**config.mk**
```make
export PLATFORM = sky130hd
export DESIGN_NAME = spatz_writeback
export DESIGN_NICKNAME = d
export VERILOG_FILES = /design/src/design/spatz_pkg.sv /design/src/design/spatz_writeback.sv
export SDC_FILE = /design/constraint.sdc
export NUM_CORES = 1
export LEC_CHECK = 0
export ABC_AREA = 1
export BUFFER_PORTS_ARGS = -buffer_cell sky130_fd_sc_hd__clkbuf_2
export CAP_MARGIN = 20
export CORE_AREA = 3 3 229 231
export DETAILED_ROUTE_END_ITERATION = 10
export DIE_AREA = 0 0 232 234
export PLACE_DENSITY_LB_ADDON = 0.25
export SLEW_MARGIN = 20
export SYNTH_ARGS = -nofsm -noshare
export SYNTH_HDL_FRONTEND = slang
export SYNTH_SLANG_ARGS = --single-unit
```
**constraint.sdc**
```tcl
create_clock -name clk_i -period 1.07 [get_ports clk_i]
set_input_delay 0 -clock clk_i [delete_from_list [all_inputs] [get_ports clk_i]]
set_output_delay 0 -clock clk_i [all_outputs]
set_load 0.01 [all_outputs]
```
**src/design/spatz_pkg.sv**
```systemverilog
// Constants, encodings and packed payload types of the vector slice
// Compiled ahead of every other design file
package spatz_pkg;

        ////////////////////
        // Sizes
        ////////////////////

        localparam int unsigned ELEN     = 32;
        localparam int unsigned NR_LANES = 4;
        localparam int unsigned NR_VREGS = 32;
        localparam int unsigned VL_W     = $clog2(NR_LANES + 1);

        // OP-V major opcode and funct3 categories
        localparam logic [6:0] OPC_V = 7'b1010111;
        localparam logic [2:0] OPIVV = 3'b000;
        localparam logic [2:0] OPIVI = 3'b011;
        localparam logic [2:0] OPIVX = 3'b100;
        localparam logic [2:0] OPCFG = 3'b111;

        // funct6 of the integer ops
        localparam logic [5:0] F6_VADD  = 6'b000000;
        localparam logic [5:0] F6_VSUB  = 6'b000010;
        localparam logic [5:0] F6_VRSUB = 6'b000011;
        localparam logic [5:0] F6_VMINU = 6'b000100;
        localparam logic [5:0] F6_VMIN  = 6'b000101;
        localparam logic [5:0] F6_VMAXU = 6'b000110;
        localparam logic [5:0] F6_VMAX  = 6'b000111;
        localparam logic [5:0] F6_VAND  = 6'b001001;
        localparam logic [5:0] F6_VOR   = 6'b001010;
        localparam logic [5:0] F6_VXOR  = 6'b001011;
        localparam logic [5:0] F6_VSLL  = 6'b100101;
        localparam logic [5:0] F6_VSRL  = 6'b101000;
        localparam logic [5:0] F6_VSRA  = 6'b101001;

        ////////////////////
        // Types
        ////////////////////

        typedef logic [ELEN-1:0] elen_t;
        typedef logic [4:0] vreg_t;
        typedef elen_t [NR_LANES-1:0] vec_t;
        typedef logic [VL_W-1:0] vl_t;

        typedef enum logic [3:0] {
                VADD, VSUB, VRSUB, VAND, VOR, VXOR, VSLL, VSRL, VSRA,
                VMIN, VMINU, VMAX, VMAXU, VCFG, VNOP
        } op_e;

        typedef struct packed {
                logic [31:0] instr;
                elen_t       rs1;
                logic        rs1_valid;
        } decoder_req_t;

        typedef struct packed {
                op_e   op;
                vreg_t vd;
                vreg_t vs1;
                vreg_t vs2;
                logic  use_vs1;
                elen_t scalar;
                vreg_t rd;
                elen_t avl;
                logic  keep_vl;
                logic  max_vl;
                logic  illegal;
        } spatz_req_t;

        typedef struct packed {
                op_e   op;
                vreg_t vd;
                vreg_t rd;
                elen_t avl;
                logic  keep_vl;
                logic  max_vl;
                logic  illegal;
                vec_t  res;
                vec_t  old_vd;
        } exec_rsp_t;

        typedef struct packed {
                logic  illegal;
                logic  is_cfg;
                vreg_t vd;
                vreg_t rd;
                vl_t   vl;
                vec_t  data;
        } result_t;

        typedef struct packed {
                logic  en;
                vreg_t addr;
                vec_t  data;
        } vrf_wr_t;

endpackage

```
**src/design/spatz_writeback.sv**
```systemverilog
// Result stage, owns vl and commits to the VRF on the result handshake
// Tail lanes at or above vl keep the old content of vd
`timescale 1ns/10ps

module spatz_writeback (
        input  logic                 clk_i,
        input  logic                 rst_i,
        input  spatz_pkg::exec_rsp_t rsp_i,
        input  logic                 rsp_valid_i,
        output logic                 rsp_ready_o,
        output spatz_pkg::result_t   result_o,
        output logic                 result_valid_o,
        input  logic                 result_ready_i,
        output spatz_pkg::vrf_wr_t   vrf_wr_o
);
        import spatz_pkg::*;

        vl_t vl_q;
        vl_t cfg_vl;
        logic fire;
        logic is_cfg;
        logic is_vec;
        vec_t merged;

        assign fire   = rsp_valid_i & result_ready_i;
        assign is_cfg = !rsp_i.illegal && rsp_i.op == VCFG;
        assign is_vec = !rsp_i.illegal && rsp_i.op != VCFG;

        ////////////////////
        // vl handling
        ////////////////////

        always_comb begin
                if (rsp_i.keep_vl) begin
                        cfg_vl = vl_q;
                end else if (rsp_i.max_vl || rsp_i.avl > NR_LANES) begin
                        cfg_vl = vl_t'(NR_LANES);
                end else begin
                        cfg_vl = vl_t'(rsp_i.avl);
                end
        end

        always_ff @(posedge clk_i) begin
                if (rst_i) begin
                        vl_q <= '0;
                end else if (fire && is_cfg) begin
                        vl_q <= cfg_vl;
                end
        end

        always_comb begin
                for (int i = 0; i < NR_LANES; i++) begin
                        merged[i] = (i < int'(vl_q)) ? rsp_i.res[i] : rsp_i.old_vd[i];
                end
        end

        always_comb begin
                result_o         = '0;
                result_o.illegal = rsp_i.illegal;
                result_o.is_cfg  = is_cfg;
                result_o.vd      = rsp_i.vd;
                result_o.rd      = rsp_i.rd;
                result_o.vl      = is_cfg ? cfg_vl : vl_q;
                result_o.data    = is_vec ? merged : '0;
        end

        assign result_valid_o = rsp_valid_i;
        assign rsp_ready_o    = result_ready_i;

        assign vrf_wr_o.en   = fire & is_vec;
        assign vrf_wr_o.addr = rsp_i.vd;
        assign vrf_wr_o.data = merged;

endmodule

```
==> results.sh <==
export IMPL_drtIter0Drc=125
export IMPL_maxSlewHeadroom=0.808
export IMPL_syn_avg_cell_area_um2=4.33
export IMPL_synth_common_cells="235 x inv_1, 152 x nor2_1, 118 x nand2_1, 117 x o21ai_0, 32 x or2_2"
export IMPL_post_drt_wl_per_cell_um=12.9
export IMPL_cp_start_kind="flip-flop"
export IMPL_antennaDiodeCount=0
export IMPL_critPathSlowestCell="dfxtp_4"
export IMPL_reg2reg_setup_slack_ns=-0.16
export IMPL_max_stage_delay_ns=0.35
export IMPL_io_pins=588
export IMPL_cts_buffers=3
export IMPL_largest_register="vl_q"
export IMPL_min_delay_path_depth=0
export IMPL_post_route_min_period_ns=1.67
export IMPL_grt_pass1_wl_um=33500
export IMPL_largest_reg_flops=3
export IMPL_synth_most_common_cell="inv_1"
export IMPL_cts_max_level=1
export IMPL_path_class="flip-flop to output port"
export IMPL_initial_core_util=0.0644
export IMPL_routed_via_count=6653
export IMPL_violations="setup timing"
export IMPL_antenna_found_initial=0
export IMPL_synth_edf_count=0
export IMPL_status="complete, but fails checks"
export IMPL_ys_warn_count=0
export IMPL_cellLeakagePower_nw=5.55
export IMPL_syn_num_nets=1057
export IMPL_min_from="rsp_i[300]"
export IMPL_nNetsFinal=1647
export IMPL_r2r_start="vl_q[2]"
export IMPL_critPathTopFamily="buffers and inverters"
export IMPL_synth_largest_area_cell="inv_1"
export IMPL_tightestPinTransition_ns=0.289
export IMPL_rows=82
export IMPL_layout_drive_gt1_share=0.644
export IMPL_crit_chain="buf_12, inv_8, o21ai_4, buf_12, buf_12, clkbuf_16, o21ai_4, inv_1, buf_2"
export IMPL_cts_tree="done"
export IMPL_clkLatencyLatePin_ns=0.22
export IMPL_core_mm2=0.0503
export IMPL_netlist_cell_type_count=18
export IMPL_fin_ws_ns=-0.603
export IMPL_synthTopCellsByArea="inv_1 27%, o21ai_0 18%, nor2_1 18%"
export IMPL_power_density_mw_per_mm2=402
export IMPL_timing_final_crit_share=1.56
export IMPL_reg_top3="vl_q (3)"
export IMPL_grt_use_total=0.0792
export IMPL_required_ns=1.07
export IMPL_setup_viol=259
export IMPL_clk_path_buf_depth=2
export IMPL_dpl_hpwl_um=20600
export IMPL_clock_skew_ns=0
export IMPL_postRouteAntennaNets=0
export IMPL_fp_dieH_um=234
export IMPL_arrival_ns=1.67
export IMPL_syn2layout_area_growth_pct=175
export IMPL_die_area_mm2=0.0543
export IMPL_io_buffer_count=562
export IMPL_netlist_area_mm2=0.00324
export IMPL_worstRegToRegCells=8
export IMPL_syn_instance_count=748
export IMPL_grt_ovfl_total=0
export IMPL_max_freq_ghz=0.598
export IMPL_routed_via_density=3.31
export IMPL_cts_sinks=3
export IMPL_path_clk_slew_ns=0.03
export IMPL_die_width_um=232
export IMPL_fillers=5810
export IMPL_cpMostUsedCell="buf_12"
export IMPL_gp_congestion=0.865
export IMPL_grt_max_degree=35
export IMPL_min_path_type="input port to output port"
export IMPL_cap_violations=0
export IMPL_hold_viol=0
export IMPL_drc=0
export IMPL_async_flop_share=0
export IMPL_crit_path_end_kind="output port"
export IMPL_worst_path_buf_inv=7
export IMPL_hold_end="vrf_wr_o[132]"
export IMPL_synthFlopType="dfxtp_1"
export IMPL_tns_ns=-109.91
export IMPL_worstReg2RegEnd="vl_q[2]"
export IMPL_slew_violations=0
export IMPL_synth_top_cell_area_share=0.272
export IMPL_ys_seq_area_frac=0.0185
export IMPL_crit_fanout=6
export IMPL_root_buffer="clkbuf_16"
export IMPL_drt_first_pass_iters=4
export IMPL_peakVddDrop_v=0.000341
export IMPL_grt_pass1_vias=6102
export IMPL_rsz0062_at_grt="yes"
export IMPL_drt_wl_total_um=25900
export IMPL_ys_ff_latch=3
export IMPL_dpl_worst_slack_ns=-0.459
[cells in the final DEF, fill, tap and decap left out, types with 2 or more instances in the layout]
cell type | netlist | final
o21ai_2 | 0 | 48
dfxtp_4 | 0 | 2
o21ai_4 | 1 | 44
o21ai_1 | 13 | 18
or2_2 | 32 | 11
inv_1 | 235 | 220
nand2_2 | 1 | 22
inv_2 | 1 | 13
clkbuf_2 | 0 | 473
nor2_2 | 0 | 13
inv_4 | 0 | 2
nand2_1 | 118 | 64
or2_4 | 0 | 21
nor3_1 | 2 | 2
nor2_1 | 152 | 136
buf_2 | 21 | 77
clkbuf_16 | 0 | 8
a21oi_1 | 3 | 3
buf_4 | 20 | 41
buf_8 | 0 | 3
nand2_4 | 0 | 33
buf_12 | 0 | 20
o21ai_0 | 117 | 21
buf_16 | 0 | 5
buf_6 | 0 | 19
nand3_1 | 9 | 9
nor2_4 | 0 | 3
[worst register-to-register path: cells and delay by family, from the launching register on]
family                 cells  cell delay (ns)
buffers and inverters      5             0.56
DFF                        1             0.37
and+or+nand+nor            2             0.12
AOI/OAI and AO/OA          1             0.10
[power by group]
group | leakage [nW] | switching [mW] | internal [mW] | total, mW
Combinational | 5.49 | 1.52 | 1.36 | 2.88
Sequential | 0.0263 | 0.00134 | 0.109 | 0.110
Clock | 0.0382 | 0.103 | 0.492 | 0.595
[routing by layer]
layer | share of wire | track usage | routed length (µm) | vias up
li1 | - | - | - | 3306
met1 | 0.36 | 0.0812 | 9250 | 2932
met2 | 0.54 | 0.157 | 13900 | 380
met3 | 0.081 | 0.0199 | 2100 | 35
met4 | 0.025 | 0.0230 | 657 | 0
met5 | 0 | 0 | 0 | -
[cell families after synthesis]
group	share of synthesized area
AOI/OAI and AO/OA	0.213
buffers and inverters	0.373
DFF	0.0185
and+or+nand+nor	0.396
[worst max-delay path by stage]
stage | startpoint | end | slack (ns) | depth (start not counted)
6_report | vl_q[2] | vrf_wr_o[94] | -0.60 | 9
5_1_grt | vl_q[2] | result_o[88] | -0.64 | 10
4_1_cts | vl_q[1] | result_o[87] | -0.53 | 8
3_5_place_dp | vl_q[1] | result_o[85] | -0.46 | 6
3_3_place_gp | vl_q[1] | result_o[85] | -0.45 | 6
2_1_floorplan | vl_q[1] | result_o[86] | -0.04 | 5
[through the flow]
| stage | cells | cell area, µm² | hold slack (ns) | utilization | power [mW] |
|---|---|---|---|---|---|
| 3_3_place_gp | 1979 | 7160 | 0.0000686 | 0.142 | 2.62 |
| 6_report | 2009 | 8920 | 0.0000152 | 0.177 | 3.58 |
| 4_1_cts | 1996 | 7960 | 0.0000686 | 0.158 | 3.38 |
| 3_5_place_dp | 1979 | 7160 | 0.0000686 | 0.142 | 2.60 |
| 2_1_floorplan | 748 | 3320 | 0.0918 | - | 1.18 |
| 5_1_grt | 2009 | 8920 | 0.0000796 | 0.177 | 3.86 |
[layout make-up]
class	count	area, µm²	area share
inverters	236	898	0.101
flip-flops and latches	3	68.8	0.00771
repair buffers	644	3990	0.447
clock buffers	4	78.8	0.00884
multi-input cells	450	3040	0.341
well taps	672	841	0.0943
[repair_timing]
action	in CTS	in global routing
endpoints found under the setup margin	261	263
gates resized for setup	175	281
hold buffers	0	0
pin swaps	16	16
cloned	6	8
setup buffers	8	9
Power figures use the tool's default switching activity.
