### src/design/spatz_pkg.sv
// Constants, encodings and packed payload types of the vector slice
// Compiled ahead of every other design file
package spatz_pkg;

        ////////////////////
        // Sizes
        ////////////////////

        localparam int unsigned ELEN     = 32;
        localparam int unsigned NR_LANES = 4;
        localparam int unsigned NR_VREGS = 32;
        localparam int unsigned VL_W     = $clog2(NR_LANES + 1);

        // OP-V major opcode and funct3 categories
        localparam logic [6:0] OPC_V = 7'b1010111;
        localparam logic [2:0] OPIVV = 3'b000;
        localparam logic [2:0] OPIVI = 3'b011;
        localparam logic [2:0] OPIVX = 3'b100;
        localparam logic [2:0] OPCFG = 3'b111;

        // funct6 of the integer ops
        localparam logic [5:0] F6_VADD  = 6'b000000;
        localparam logic [5:0] F6_VSUB  = 6'b000010;
        localparam logic [5:0] F6_VRSUB = 6'b000011;
        localparam logic [5:0] F6_VMINU = 6'b000100;
        localparam logic [5:0] F6_VMIN  = 6'b000101;
        localparam logic [5:0] F6_VMAXU = 6'b000110;
        localparam logic [5:0] F6_VMAX  = 6'b000111;
        localparam logic [5:0] F6_VAND  = 6'b001001;
        localparam logic [5:0] F6_VOR   = 6'b001010;
        localparam logic [5:0] F6_VXOR  = 6'b001011;
        localparam logic [5:0] F6_VSLL  = 6'b100101;
        localparam logic [5:0] F6_VSRL  = 6'b101000;
        localparam logic [5:0] F6_VSRA  = 6'b101001;

        ////////////////////
        // Types
        ////////////////////

        typedef logic [ELEN-1:0] elen_t;
        typedef logic [4:0] vreg_t;
        typedef elen_t [NR_LANES-1:0] vec_t;
        typedef logic [VL_W-1:0] vl_t;

        typedef enum logic [3:0] {
                VADD, VSUB, VRSUB, VAND, VOR, VXOR, VSLL, VSRL, VSRA,
                VMIN, VMINU, VMAX, VMAXU, VCFG, VNOP
        } op_e;

        typedef struct packed {
                logic [31:0] instr;
                elen_t       rs1;
                logic        rs1_valid;
        } decoder_req_t;

        typedef struct packed {
                op_e   op;
                vreg_t vd;
                vreg_t vs1;
                vreg_t vs2;
                logic  use_vs1;
                elen_t scalar;
                vreg_t rd;
                elen_t avl;
                logic  keep_vl;
                logic  max_vl;
                logic  illegal;
        } spatz_req_t;

        typedef struct packed {
                op_e   op;
                vreg_t vd;
                vreg_t rd;
                elen_t avl;
                logic  keep_vl;
                logic  max_vl;
                logic  illegal;
                vec_t  res;
                vec_t  old_vd;
        } exec_rsp_t;

        typedef struct packed {
                logic  illegal;
                logic  is_cfg;
                vreg_t vd;
                vreg_t rd;
                vl_t   vl;
                vec_t  data;
        } result_t;

        typedef struct packed {
                logic  en;
                vreg_t addr;
                vec_t  data;
        } vrf_wr_t;

endpackage

### src/design/spatz_decoder.sv
// Decode stage, purely combinational
// Maps an offloaded instruction word onto a spatz_req_t
`timescale 1ns/10ps

module spatz_decoder (
        input  spatz_pkg::decoder_req_t req_i,
        output spatz_pkg::spatz_req_t   dec_o
);
        import spatz_pkg::*;

        logic [6:0] opcode;
        logic [2:0] funct3;
        logic [5:0] funct6;
        logic vm;
        vreg_t f_rd;
        vreg_t f_rs1;
        vreg_t f_rs2;
        logic [10:0] vtype;
        logic vtype_ok;
        logic is_shift;
        logic form_ok;
        logic illegal;
        spatz_req_t dec;

        assign opcode = req_i.instr[6:0];
        assign f_rd   = req_i.instr[11:7];
        assign funct3 = req_i.instr[14:12];
        assign f_rs1  = req_i.instr[19:15];
        assign f_rs2  = req_i.instr[24:20];
        assign vm     = req_i.instr[25];
        assign funct6 = req_i.instr[31:26];

        // vsetivli has a 10-bit zimm, vsetvli an 11-bit one
        assign vtype    = req_i.instr[31] ? {1'b0, req_i.instr[29:20]} : req_i.instr[30:20];
        // SEW=32 and LMUL=1 only
        assign vtype_ok = vtype[5:3] == 3'b010 && vtype[2:0] == 3'b000;
        assign is_shift = funct6 inside {F6_VSLL, F6_VSRL, F6_VSRA};

        ////////////////////
        // Decoder
        ////////////////////

        always_comb begin
                dec     = '0;
                dec.op  = VNOP;
                form_ok = 1'b1;
                illegal = 1'b1;

                if (opcode == OPC_V && funct3 == OPCFG) begin
                        dec.op = VCFG;
                        dec.rd = f_rd;
                        if (!req_i.instr[31]) begin
                                // vsetvli
                                dec.avl     = req_i.rs1;
                                dec.max_vl  = f_rs1 == '0 && f_rd != '0;
                                dec.keep_vl = f_rs1 == '0 && f_rd == '0;
                                illegal     = ~req_i.rs1_valid | ~vtype_ok;
                        end else if (req_i.instr[30]) begin
                                // vsetivli
                                dec.avl = elen_t'(f_rs1);
                                illegal = ~vtype_ok;
                        end
                end else if (opcode == OPC_V && funct3 inside {OPIVV, OPIVX, OPIVI}) begin
                        dec.vd      = f_rd;
                        dec.vs1     = f_rs1;
                        dec.vs2     = f_rs2;
                        dec.use_vs1 = funct3 == OPIVV;

                        unique case (funct6)
                                F6_VADD:  dec.op = VADD;
                                F6_VSUB:  dec.op = VSUB;
                                F6_VRSUB: dec.op = VRSUB;
                                F6_VAND:  dec.op = VAND;
                                F6_VOR:   dec.op = VOR;
                                F6_VXOR:  dec.op = VXOR;
                                F6_VSLL:  dec.op = VSLL;
                                F6_VSRL:  dec.op = VSRL;
                                F6_VSRA:  dec.op = VSRA;
                                F6_VMIN:  dec.op = VMIN;
                                F6_VMINU: dec.op = VMINU;
                                F6_VMAX:  dec.op = VMAX;
                                F6_VMAXU: dec.op = VMAXU;
                                default:  form_ok = 1'b0;
                        endcase

                        // Forms that RVV leaves undefined
                        if (funct3 == OPIVV && funct6 == F6_VRSUB) begin
                                form_ok = 1'b0;
                        end
                        if (funct3 == OPIVI && funct6 inside
                            {F6_VSUB, F6_VMIN, F6_VMINU, F6_VMAX, F6_VMAXU}) begin
                                form_ok = 1'b0;
                        end

                        if (funct3 == OPIVX) begin
                                dec.scalar = req_i.rs1;
                        end else if (is_shift) begin
                                dec.scalar = elen_t'(f_rs1);
                        end else begin
                                dec.scalar = elen_t'(signed'(f_rs1));
                        end

                        illegal = ~form_ok | ~vm | (funct3 == OPIVX && !req_i.rs1_valid);
                end

                if (illegal) begin
                        dec         = '0;
                        dec.op      = VNOP;
                        dec.illegal = 1'b1;
                end
        end

        assign dec_o = dec;

endmodule

### config.mk
export PLATFORM = sky130hd
export DESIGN_NAME = spatz_decoder
export DESIGN_NICKNAME = d
export VERILOG_FILES = /design/src/design/spatz_pkg.sv /design/src/design/spatz_decoder.sv
export SDC_FILE = /design/constraint.sdc
export NUM_CORES = 1
export LEC_CHECK = 0
export BUFFER_PORTS_ARGS = -buffer_cell sky130_fd_sc_hd__buf_2
export CORE_MARGIN = 1
export CORE_UTILIZATION = 30
export DETAILED_ROUTE_END_ITERATION = 8
export MAX_ROUTING_LAYER = met4
export PLACE_DENSITY = 0.75
export SLEW_MARGIN = 15
export SYNTH_ARGS = -nofsm -noshare
export SYNTH_HDL_FRONTEND = slang
export SYNTH_SLANG_ARGS = --single-unit
### constraint.sdc
create_clock -name vclk -period 6
set_input_delay 1.2 -clock vclk [all_inputs]
set_output_delay 1.2 -clock vclk [all_outputs]
set_load 0.02 [all_outputs]
==> qor.txt, run 1 <==
HPWL after DPL = 4150 um
Crit Path Max Fanout = 24
DRT Pass-1 Iters = 5
layout cell share with drive strength beyond 1 = 50.8%
post-layout total power = 0.0582 mW
number of setup violations in the final report = 0
fin. max-slew vios = 0
initial antenna violation count = 0
Die Y = 67.5 um
Worst Max-Slew Pin Slew = 1.05 ns
min-delay src = req_i[55]
YS warnings = 0
Total GRT Usage = 21.2%
Critical path buffers and inverters = 3
I/O Buffers = 157
die area = 4560 um2
Starting Density = 31.8%
syn nets = 259
# IOs = 157
Hold Path Depth = 3
post-DR wirelength/cell = 13.6 um
RSZ-0062 raised after global routing = false
relative slew slack = 29.4%
filler cell count = 420
Finished Layout Cells = 381
mapped cell area = 1290 um2
setup TNS = 0 ns
Mapped Cells = 194
Routed Antenna Nets = 0
Area Growth Syn to Fin = 58.4%
commonest non-fill, non-tap cell in the layout = buf_2
cell family with most CP delay = compound AO/OA/AOI/OAI gates
outcome = completed
Peak Freq = 200 MHz
global-route wire length before repair = 7490 um
crit path cell chain = buf_2 -> inv_1 -> a31oi_1 -> nand4b_4 -> o31ai_2 -> nor4b_1 -> buf_2
PwrDens = 28.5 nW/um2
fin nets = 398
Post-CTS Setup Repair Bufs = 0
crit path max-delay cell type = o31ai_2
Setup WS post-layout = 0.993 ns
Top cell by count, worst path = buf_2
Rows = 23
Crit Path Class = input port to output pin
GP Congestion = 0.840
First DRT Iteration DRCs = 108
largest net degree at the start of global routing = 34
worst slack at placement = 1.05 ns
Total Routed Length = 5190 um
layout clock buffer count = 0
Pleak = 1.30 nW
CP Capture Type = output pin
Hold Crit Endpoint = dec_o[75]
post-DR vias/cell = 5.24
Peak VDD IR = 13.8 uV
vias in the first global route = 1,601
Cells after DPL = 381
required time of the critical path = 4.80 ns
startpoint type of the worst setup path = input port
Tcrit/Tclk final = 83.5%
Seq/Total Area, Yosys = 0%
flip-flop and latch area = 0 um2
worst hold path type = input port to output pin
cts hold-fix bufs = 0
total number of vias = 1,998
Die X = 67.5 um
# diodes = 0
multi-input logic area = 1170 um2
global route overflow = 0
Finished Core Util = 50.3%
maxcap violations = 0
average size of a mapped cell = 6.64 um2
Crit path largest cell delay = 0.93 ns
final worst path period need = 5.01 ns
core area = 4060 um2
critical path data arrival time = 3.81 ns
DRC errors left = 0
Final Hold Viols = 0
synth unique cells = 43
post_cts resized = 0
most frequent cells in the layout = 157 x buf_2, 27 x and3_1, 21 x and2_1
seq_cells = 0
## worst min-delay path: cells and delay by family
kind / cells / cell delay, ns
buffers and inverters: 2 / 0.23
and+or+nand+nor: 1 / 0.10
## synth_stat cells (2+ instances only)
| master | n | area [um2] |
|---|---|---|
| and4_1 | 2 | 17.5 |
| nor2_1 | 8 | 30.0 |
| a22oi_1 | 2 | 15.0 |
| inv_1 | 3 | 11.3 |
| nand3_1 | 5 | 25.0 |
| clkbuf_1 | 13 | 48.8 |
| buf_6 | 3 | 33.8 |
| nor3b_1 | 2 | 15.0 |
| and3_1 | 27 | 169 |
| nand2_1 | 18 | 67.6 |
| nor2b_1 | 3 | 18.8 |
| a2111oi_4 | 2 | 55.1 |
| o21ai_0 | 4 | 20.0 |
| or2_1 | 2 | 12.5 |
| a21oi_1 | 7 | 35.0 |
| a21boi_0 | 8 | 60.1 |
| nor4b_1 | 4 | 35.0 |
| o211a_1 | 8 | 80.1 |
| buf_2 | 5 | 25.0 |
| o21a_1 | 19 | 143 |
| nand3b_1 | 2 | 15.0 |
| and2_1 | 21 | 131 |
| nor3_1 | 4 | 20.0 |
| nand4_1 | 3 | 18.8 |
## routing by layer
| layer | up-vias | share of wire (%) | wire (um) | track usage [%] |
|---|---|---|---|---|
| met4 | 0 | 0 | 0 | 0.266 |
| met3 | 0 | 5.9 | 308 | 0.169 |
| met2 | 88 | 52 | 2720 | 40.8 |
| li1 | 987 | - | - | - |
| met5 | - | 0 | 0 | - |
| met1 | 923 | 42 | 2160 | 25.6 |
## power by group
part	switching, mW	leakage, nW	total, mW	internal (mW)
registers	0	0	0	0
logic	0.0334	1.30	0.0582	0.0248
clock network	0	0	0	0
total	0.0334	1.30	0.0582	0.0248
## per-stage QoR
stage / cell area, um2 / hold WS, ns
detailed placement: 2040 / 2.74
global route: 2040 / 2.75
finish: 2040 / 2.73
CTS: 2040 / 2.74
global placement: 2040 / 2.73
floorplan: 1290 / 2.48
## how the worst max path moves through the flow
stage	from	to	cells after the start
after floorplan	req_i[59]	dec_o[72]	6
after global placement	req_i[64]	dec_o[72]	7
after detailed placement	req_i[64]	dec_o[72]	7
after CTS	req_i[64]	dec_o[72]	7
after global routing	req_i[64]	dec_o[72]	7
final	req_i[64]	dec_o[72]	7
## cells by family (layout without fill, tap and decap cells)
| group | after synthesis | in the layout | share of synthesized area [%] |
|---|---|---|---|
| and+or+nand+nor | 107 | 107 | 49.8 |
| buffers and inverters | 25 | 162 | 9.81 |
| muxes | 2 | 2 | 1.65 |
| AOI/OAI and AO/OA | 58 | 58 | 37.4 |
| xor gates and xnor gates | 2 | 2 | 1.36 |
## final cells by class
type / instances / share of cell area (%)
Inverter: 3 / 0.551
Multi-Input combinational cell: 169 / 57.2
Tap cell: 50 / 3.06
Timing Repair Buffer: 159 / 39.2
No activity file was read; power rests on OpenSTA's default activity.
==> run 2, diff against run 1 <==
clock period = 4.8 ns   (was 6 ns; I/O delays follow)
==> run 2 against run 1 <==
First-iteration DRC count fell by 24%; core utilization grew 0.93 points; combinational power increased by 26%; design area is 1.8% higher; highest routed layer is now met4.
==> qor.txt, run 2 (synthesized netlist as in run 1, its figures left out) <==
outcome = completed
fin nets = 403 (+1.3%)
Crit Path Max Fanout = 10 (-58%)
I/O Buffers = 157 (unchanged)
core area = 4060 um2 (unchanged)
filler cell count = 413 (-1.7%)
critical path data arrival time = 2.98 ns (-0.83 ns)
worst slack at placement = 0.837 ns (-0.217 ns)
Routed Antenna Nets = 0 (unchanged)
setup TNS = 0 ns (unchanged)
initial antenna violation count = 0 (unchanged)
Cells after DPL = 386 (+1.3%)
global route overflow = 0 (unchanged)
flip-flop and latch area = 0 um2 (unchanged)
post-layout total power = 0.0731 mW (+25%)
Setup WS post-layout = 0.858 ns (-0.135 ns)
maxcap violations = 0 (unchanged)
required time of the critical path = 3.84 ns (-0.96 ns)
DRT Pass-1 Iters = 4 (-1)
Area Growth Syn to Fin = 61.4%
Hold WS = 2.26 ns (-0.478 ns)
DRC errors left = 0 (unchanged)
Die X = 67.5 um (unchanged)
Post-CTS Setup Repair Bufs = 0 (unchanged)
layout cell share with drive strength beyond 1 = 51.5% (+0.73 points)
Die Y = 67.5 um (unchanged)
Starting Density = 31.8% (unchanged)
Internal = 0.0316 mW (+27%)
die area = 4560 um2 (unchanged)
Total Routed Length = 5140 um (-0.79%)
CP Capture Type = output pin
cts hold-fix bufs = 0 (unchanged)
Pleak = 1.33 nW (+2.0%)
GP Congestion = 0.844 (+0.42%)
seq_cells = 0 (unchanged)
commonest non-fill, non-tap cell in the layout = buf_2
finished layout cell area = 2080 um2 (+1.8%)
startpoint type of the worst setup path = input port
First DRT Iteration DRCs = 82 (-24%)
Finished Core Util = 51.2% (+0.93 points)
Rows = 23 (unchanged)
Area after DPL = 2080 um2 (+1.8%)
# IOs = 157 (unchanged)
Tcrit/Tclk final = 82.1%
Peak VDD IR = 14.9 uV (+8.3%)
Worst Max-Slew Pin Slew = 0.808 ns (-0.245 ns)
post-DR vias/cell = 5.32 (+1.4%)
Total GRT Usage = 21.9% (+0.72 points)
layout clock buffer count = 0 (unchanged)
Peak Freq = 254 MHz
Crit Path Class = input port to output pin
RSZ-0062 raised after global routing = false
combinational power share = 100.0% (about the same)
global-route wire length before repair = 7890 um (+5.4%)
relative slew slack = 46.2% (+17 points)
final worst path period need = 3.94 ns
number of setup violations in the final report = 0 (unchanged)
Final Hold Viols = 0 (unchanged)
HPWL after DPL = 4220 um (+1.7%)
total number of vias = 2,052 (+2.7%)
Finished Layout Cells = 386 (+1.3%)
post-DR wirelength/cell = 13.3 um (-2.1%)
fin. max-slew vios = 0 (unchanged)
switch share = 56.8% (-0.58 points)
worst hold path type = input port to output pin
vias in the first global route = 1,776 (+11%)
Sequential Power Share = 0% (unchanged)
Switch Pwr = 0.0415 mW (+24%)
most frequent cells in the layout = 157 x buf_2, 27 x and3_1, 21 x and2_1
Hold Path Depth = 3 (unchanged)
largest net degree at the start of global routing = 34 (unchanged)
PwrDens = 35.1 nW/um2 (+23%)
# diodes = 0 (unchanged)
post_cts resized = 0 (unchanged)
Clk network pwr share = 0% (unchanged)
[run 2: changes by cell type in the layout (fill, tap and decap cells not counted), sizes merged]
cell,delta
buf,+5
[run 2: cell type report]
type | instances | area, um2 | share of cell area, %
multi-input cells | 169 | 1170 | 56.1
inverters | 3 | 11.3 | 0.542
well taps | 50 | 62.6 | 3.01
repair buffers | 164 | 838 | 40.3
[run 2: layer usage]
metal	part of all wire, %	GRT usage, %	wire length [um]	vias to the layer above
met1	42	25.2	2140	947
met4	0.14	1.60	7	0
met5	0	-	0	-
met2	52	42.2	2650	104
met3	6.6	1.52	340	2
li1	-	-	-	999
[run 2: power groups by stage]
stage,Combinational [mW],Sequential (mW),Clock (mW)
after CTS,0.0732,0,0
after global routing,0.0810,0,0
final,0.0731,0,0
after floorplan,0.0338,0,0
after detailed placement,0.0728,0,0
after global placement,0.0717,0,0
[run 2: path summary, 6_finish.rpt]
path / start / endpoint / slack (ns)
worst min-delay path: req_i[57] / dec_o[77] / 2.26
worst max-delay path: req_i[46] / dec_o[72] / 0.86
[run 2: worst max-delay path, cell delays in order]
cell      delay (ns)
buf_2           0.12
or2_1           0.27
a21oi_1         0.28
nand4b_4        0.19
o31ai_2         0.48
buf_4           0.24
nor4b_1         0.22
buf_2           0.21
==> run 3, diff against run 2 <==
ABC_AREA = 1   (was unset)
PLACE_DENSITY = 0.73   (was 0.75)
clock period = 3.4 ns   (was 4.8 ns; I/O delays follow)
==> run 3 against run 2 <==
Die area increased by 19%; combinational power increased by 56%; final cell count increased by 35%.
==> qor.txt, run 3 <==
cell family with most CP delay = simple AND/OR/NAND/NOR gates
global-route wire length before repair = 8920 um (+13%)
average size of a mapped cell = 5.01 um2 (-25%)
GP Congestion = 0.870 (+3.2%)
crit path max-delay cell type = nor2_2
Routed Antenna Nets = 0 (unchanged)
HPWL after DPL = 4930 um (+17%)
Critical path buffers and inverters = 3 (unchanged)
PwrDens = 48.1 nW/um2 (+37%)
Peak Freq = 322 MHz
finished layout cell area = 2360 um2 (+13%)
relative slew slack = 72.3% (+26 points)
combinational power share = 100.0% (about the same)
Crit path largest cell delay = 0.35 ns (-0.13 ns)
post-DR wirelength/cell = 11.4 um (-15%)
post_cts resized = 0 (unchanged)
Internal = 0.0474 mW (+50%)
initial antenna violation count = 0 (unchanged)
largest net degree at the start of global routing = 25 (-26%)
required time of the critical path = 2.72 ns (-1.12 ns)
flip-flop and latch area = 0 um2 (unchanged)
Area contributors post-synth = nor2_1 17%, nand2_1 15%, nor2_4 10%
seq_cells = 0 (unchanged)
global route overflow = 0 (unchanged)
most frequent cells in the layout = 157 x buf_2, 71 x nor2_1, 62 x nand2_1
core area = 4820 um2 (+19%)
met3 wire length = 367 um (+7.9%)
fin. max-slew vios = 0 (unchanged)
Post-CTS Setup Repair Bufs = 0 (unchanged)
syn nets = 372 (+44%)
switch share = 58.3% (+1.5 points)
I/O Buffers = 157 (unchanged)
Pleak = 1.46 nW (+9.7%)
RSZ-0062 raised after global routing = false
post-layout total power = 0.114 mW (+55%)
Hold WS = 1.68 ns (-0.574 ns)
die area = 5420 um2 (+19%)
Die X = 73.6 um (+9.0%)
Clk network pwr share = 0% (unchanged)
Area after DPL = 2360 um2 (+13%)
Total GRT Usage = 20.7% (-1.2 points)
layout cell share with drive strength beyond 1 = 43.6% (-7.9 points)
critical path data arrival time = 2.42 ns (-0.56 ns)
# IOs = 157 (unchanged)
fin nets = 521 (+29%)
crit path cell chain = buf_2 -> nor2_2 -> nand3_1 -> nand3_1 -> nor2_1 -> nand2_2 -> nand2_2 -> buf_12 -> a21oi_1 -> buf_2
top sig layer = met4
outcome = completed
DRC errors left = 0 (unchanged)
Total Routed Length = 5930 um (+15%)
Area Growth Syn to Fin = 53.3%
DRT Pass-1 Iters = 4 (unchanged)
First DRT Iteration DRCs = 55 (-33%)
maxcap violations = 0 (unchanged)
final worst path period need = 3.10 ns
multi-input logic area = 1250 um2 (+7.5%)
post-DR vias/cell = 4.63 (-13%)
vias in the first global route = 2,053 (+16%)
YS warnings = 0 (unchanged)
Finished Core Util = 49.0% (-2.3 points)
# diodes = 0 (unchanged)
mapped cell area = 1540 um2 (+19%)
startpoint type of the worst setup path = input port
Seq/Total Area, Yosys = 0% (unchanged)
met1 WL = 2510 um (+17%)
post-synth top area cell = nor2_1
Starting Density = 31.9% (+0.19 points)
commonest non-fill, non-tap cell in the layout = buf_2
Crit Path Class = input port to output pin
worst hold path type = input port to output pin
most frequent cell after synthesis = nor2_1
CP Capture Type = output pin
Die Y = 73.6 um (+9.0%)
Final Hold Viols = 0 (unchanged)
number of setup violations in the final report = 0 (unchanged)
WL met2 = 3040 um (+15%)
cts hold-fix bufs = 0 (unchanged)
Crit Path Max Fanout = 19 (+9)
layout clock buffer count = 0 (unchanged)
setup TNS = 0 ns (unchanged)
Mapped Cells = 307 (+58%)
synth unique cells = 28 (-35%)
Rows = 25 (+8.7%)
Peak VDD IR = 28.5 uV (+91%)
Sequential Power Share = 0% (unchanged)
Switch Pwr = 0.0662 mW (+59%)
total number of vias = 2,414 (+18%)
Tcrit/Tclk final = 91.2%
ranking of synthesized cells by instance count = 71 x nor2_1, 62 x nand2_1, 40 x inv_1, 29 x a21oi_1, 22 x nand3_1
filler cell count = 554 (+34%)
share of the synthesized area in the top cell type = 17.3% (+4.2 points)
Worst Max-Slew Pin Slew = 0.415 ns (-0.393 ns)
## run 3: area by class of cell
type / count / area share (%)
Inverter: 45 / 7.16
Multi-Input combinational cell: 245 / 53.2
Tap cell: 67 / 3.55
Timing Repair Buffer: 164 / 36.1
## run 3: worst paths after layout
kind,start,endpoint,slack [ns],cells after the start
worst max-delay path,req_i[64],dec_o[58],0.30,10
worst min-delay path,req_i[56],dec_o[76],1.68,4
## run 3: worst min-delay path: cells and delay by family
kind          cells  cell delay (ns)
simple gates      1             0.03
buf+inv           3             0.28
## run 3: routing by layer
layer  global-route usage (%)  vias up
li1                         -     1256
met1                     25.1     1063
met2                     40.0       93
met3                    0.412        2
met4                    0.427        0
met5                        -        -
## run 3: cells by family (layout without fill, tap and decap cells)
logic type / count (synthesis) / in the layout / synth area share, %
and+or+nand+nor: 207 / 207 / 68.1
AOI/OAI and AO/OA: 38 / 38 / 13.4
buffers and inverters: 62 / 209 / 18.5
## run 3: power by group through the flow
| stage | Clock [mW] | Combinational [mW] | Sequential [mW] |
|---|---|---|---|
| 2_1_floorplan | 0 | 0.0581 | 0 |
| 3_3_place_gp | 0 | 0.112 | 0 |
| 3_5_place_dp | 0 | 0.113 | 0 |
| 4_1_cts | 0 | 0.114 | 0 |
| 5_1_grt | 0 | 0.129 | 0 |
| 6_report | 0 | 0.114 | 0 |
## run 3: through the flow
stage | setup WS, ns | instances
after floorplan | 0.699 | 307
after global placement | 0.339 | 521
after global routing | 0.145 | 521
final | 0.298 | 521
after CTS | 0.306 | 521
after detailed placement | 0.306 | 521
